<file path="config.mk">
export PLATFORM = sky130hd
export DESIGN_NAME = loadAlign
export DESIGN_NICKNAME = d
export VERILOG_FILES = /design/src/common/memPkg.sv /design/src/source/loadAlign.sv
export SDC_FILE = /design/constraint.sdc
export NUM_CORES = 1
export LEC_CHECK = 0
export ABC_AREA = 1
export BUFFER_PORTS_ARGS = -buffer_cell sky130_fd_sc_hd__buf_4
export CAP_MARGIN = 20
export CORE_MARGIN = 4
export CORE_UTILIZATION = 48
export DETAILED_ROUTE_END_ITERATION = 7
export GPL_TIMING_DRIVEN = 0
export PLACE_DENSITY = 0.95
export SETUP_SLACK_MARGIN = 0.05
export SLEW_MARGIN = 20
export SYNTH_ARGS = -nofsm -noshare
export SYNTH_HDL_FRONTEND = slang
export SYNTH_SLANG_ARGS = --single-unit
</file>
<file path="constraint.sdc">
create_clock -name vclk -period 3.65
set_input_delay 0.73 -clock vclk [all_inputs]
set_output_delay 0.73 -clock vclk [all_outputs]
set_load 0.1 [all_outputs]
</file>
<file path="src/common/memPkg.sv">
package memPkg;

	////////////////////////////////////////
	// Data word views
	////////////////////////////////////////

	// Same word as four bytes or two halfwords
	// Index 0 is the least significant lane
	typedef union packed
	{
		logic [3:0][7:0]  bytes;
		logic [1:0][15:0] halves;
	} dataWordU;

	////////////////////////////////////////
	// Load extension
	////////////////////////////////////////

	// extNone passes the full word (lw)
	typedef enum logic [2:0]
	{
		extNone       = 3'd0,
		extByteSigned = 3'd1,
		extByteZero   = 3'd2,
		extHalfSigned = 3'd3,
		extHalfZero   = 3'd4
	} extOpT;

	// Store data source
	// wdFromWb picks up the writeback forward
	typedef enum logic
	{
		wdFromEx = 1'b0,
		wdFromWb = 1'b1
	} wdSelT;

endpackage

</file>
<file path="src/source/loadAlign.sv">
`timescale 1ns/1ps

module loadAlign
	import memPkg::*;
(
	input  logic        wbLoad,
	input  extOpT       wbExtOp,
	input  logic [1:0]  wbByteSel,
	input  logic [31:0] wbReadData,
	input  logic [31:0] wbAluOut,
	output logic [31:0] wbResult
);

	dataWordU    rdWord;
	logic [7:0]  pickByte;
	logic [15:0] pickHalf;
	logic [31:0] aligned;

	assign rdWord = wbReadData;

	////////////////////////////////////////
	// Field selection
	////////////////////////////////////////

	// Byte by both offset bits, halfword by bit 1 only
	assign pickByte = rdWord.bytes[wbByteSel];
	assign pickHalf = rdWord.halves[wbByteSel[1]];

	// Sign or zero fill up to 32 bits
	always_comb
	begin
		case (wbExtOp)
			extByteSigned: aligned = {{24{pickByte[7]}}, pickByte};
			extByteZero:   aligned = {24'd0, pickByte};
			extHalfSigned: aligned = {{16{pickHalf[15]}}, pickHalf};
			extHalfZero:   aligned = {16'd0, pickHalf};
			// lw, full word
			default:       aligned = rdWord;
		endcase
	end

	////////////////////////////////////////
	// Result mux
	////////////////////////////////////////

	// Non-loads write back the ALU value
	assign wbResult = wbLoad ? aligned : wbAluOut;

endmodule

</file>
==> run metrics <==
M3 GR Usage 0.0105; I/O Pins 102; Initial Utilization 0.496; Fin. Hold Viols 0; WS Path Type input pin to output pin; Post-Place Worst Slack 0.839 ns; final layout net count 510; vias in the first global route 2171; slew of the pin with the lowest slew margin 0.502 ns; Vias per Instance 4.98; syn_nets 408; met2 Use GR 0.472; Top Usage Layer GRT met2; Syn Inst Count 338; met1 GRT Util 0.327; leakage power 1.44 nW; ratio of final minimum period to clock period 0.788; crit path capture type output pin; crit start category input pin; crit path time final 2.88 ns; top achievable clock speed 0.348 GHz; IO buf count 100; Final GP Congestion 0.936; core box area 0.00303 mm2; Slew Viols, Final 0; RSZ-0062 raised after global routing no; antenna violations before repair 0; GRT Resource Usage Total 0.254; DR iter-0 viols 183; Syn Std Cell Area 0.00150 mm2; CP required 2.92 ns; worst hold path type input pin to output pin; layout cells sized above 1 0.322; HPWL after DPL 4.36 mm; clock buffer count 0; P&R area growth vs syn 53.7%; final setup fails 0; Inst Count DP 482; Routed Antenna Nets 0; commonest non-fill, non-tap cell in the layout nand2_1; Post-CTS Setup Inserts 0; die area 0.00409 mm2; fin util 0.762; row count 20; Reg area 0 um2; drt pass-1 iters 6; vias 2399; CTS-repair resized insts 0; Unique masters post-synth 20; CTS Hold Bufs 0; pin count of the biggest net entering global routing 11; WP data arrival 2.15 ns; first-pass GRT wire length 8.96 mm; Peak VDD IR 0.215 mV; number of diodes 0; max_cap viols 0; FFs & Latches 0; die height 63.9 um; pwr/cell area 260 mW/mm2; peak fanout along the critical path 10; # fillers 271; Routed wire per std cell 11.2 um; total grt overflow 0; Setup TNS 0 ns; Avg Cell Area, Syn 4.44 um2; Die X 63.9 um; Synth Warn # 0; post-synthesis sequential area ratio 0; commonest cells after routing, fill and taps aside nand2_1, buf_4, nand3_1, inv_1, nor2_1; setup slack after layout 0.774 ns; Finished Layout Cells 482; area of the multi-input gates 0.00124 mm2; Total Routed Length 5.40 mm; DRC 0; run status finished, final reports clean; max_slew headroom 0.665
## synth_stat cells
cell	instances	area share
clkbuf_1	9	0.022
nand3b_4	1	0.013
nor2_2	20	0.083
nor2_1	33	0.083
nand4_1	1	0.0042
buf_2	5	0.017
nand2_2	2	0.0083
nand3_2	1	0.0067
a21oi_1	8	0.027
or2_2	2	0.0083
buf_4	3	0.015
buf_6	1	0.0075
nor2_8	1	0.013
nand2_1	162	0.40
inv_1	38	0.095
o21ai_0	6	0.020
inv_2	1	0.0025
buf_12	1	0.013
nand3_1	40	0.13
nand2_4	3	0.022
## per-stage QoR
step | power, mW | hold WS [ns] | cell area [um2]
after floorplan | 0.444 | 1.77 | 1500
after global placement | 0.591 | 1.89 | 2310
after detailed placement | 0.597 | 1.89 | 2310
after CTS | 0.598 | 1.89 | 2310
after global routing | 0.635 | 1.90 | 2310
final | 0.600 | 1.89 | 2310
## per-layer routing
| metal | part of all wire | wire length (um) |
|---|---|---|
| met1 | 0.40 | 2170 |
| met2 | 0.50 | 2720 |
| met4 | 0.010 | 55 |
| met5 | 0 | 0 |
| met3 | 0.085 | 457 |
## layout make-up
type | instances | share of cell area
multi-input cells | 280 | 0.539
inverters | 39 | 0.0634
repair buffers | 100 | 0.325
well taps | 44 | 0.0239
plain buffers | 19 | 0.0488
## final timing paths
check,slack [ns],depth (start not counted),from,endpoint
worst min-delay path,1.89,4,wbAluOut[10],wbResult[10]
worst max-delay path,0.77,10,wbByteSel[1],wbResult[6]
## cell families after synthesis
group | share of synthesized area
simple gates | 0.781
buf+inv | 0.172
compound gates | 0.0467
## power breakdown
| part | switching (mW) | total (mW) | internal, mW | leakage, nW |
|---|---|---|---|---|
| sequential | 0 | 0 | 0 | 0 |
| clock | 0 | 0 | 0 | 0 |
| combinational | 0.436 | 0.600 | 0.164 | 1.44 |
## critical path, cell delays in order
cell      delay (ns)
buf_4           0.13
inv_2           0.12
clkbuf_1        0.41
nand3_1         0.14
nand2_1         0.08
nand2_1         0.04
nand3_1         0.09
nand2_1         0.05
nand2_1         0.07
buf_4           0.28
No activity file was read; power rests on OpenSTA's default activity.
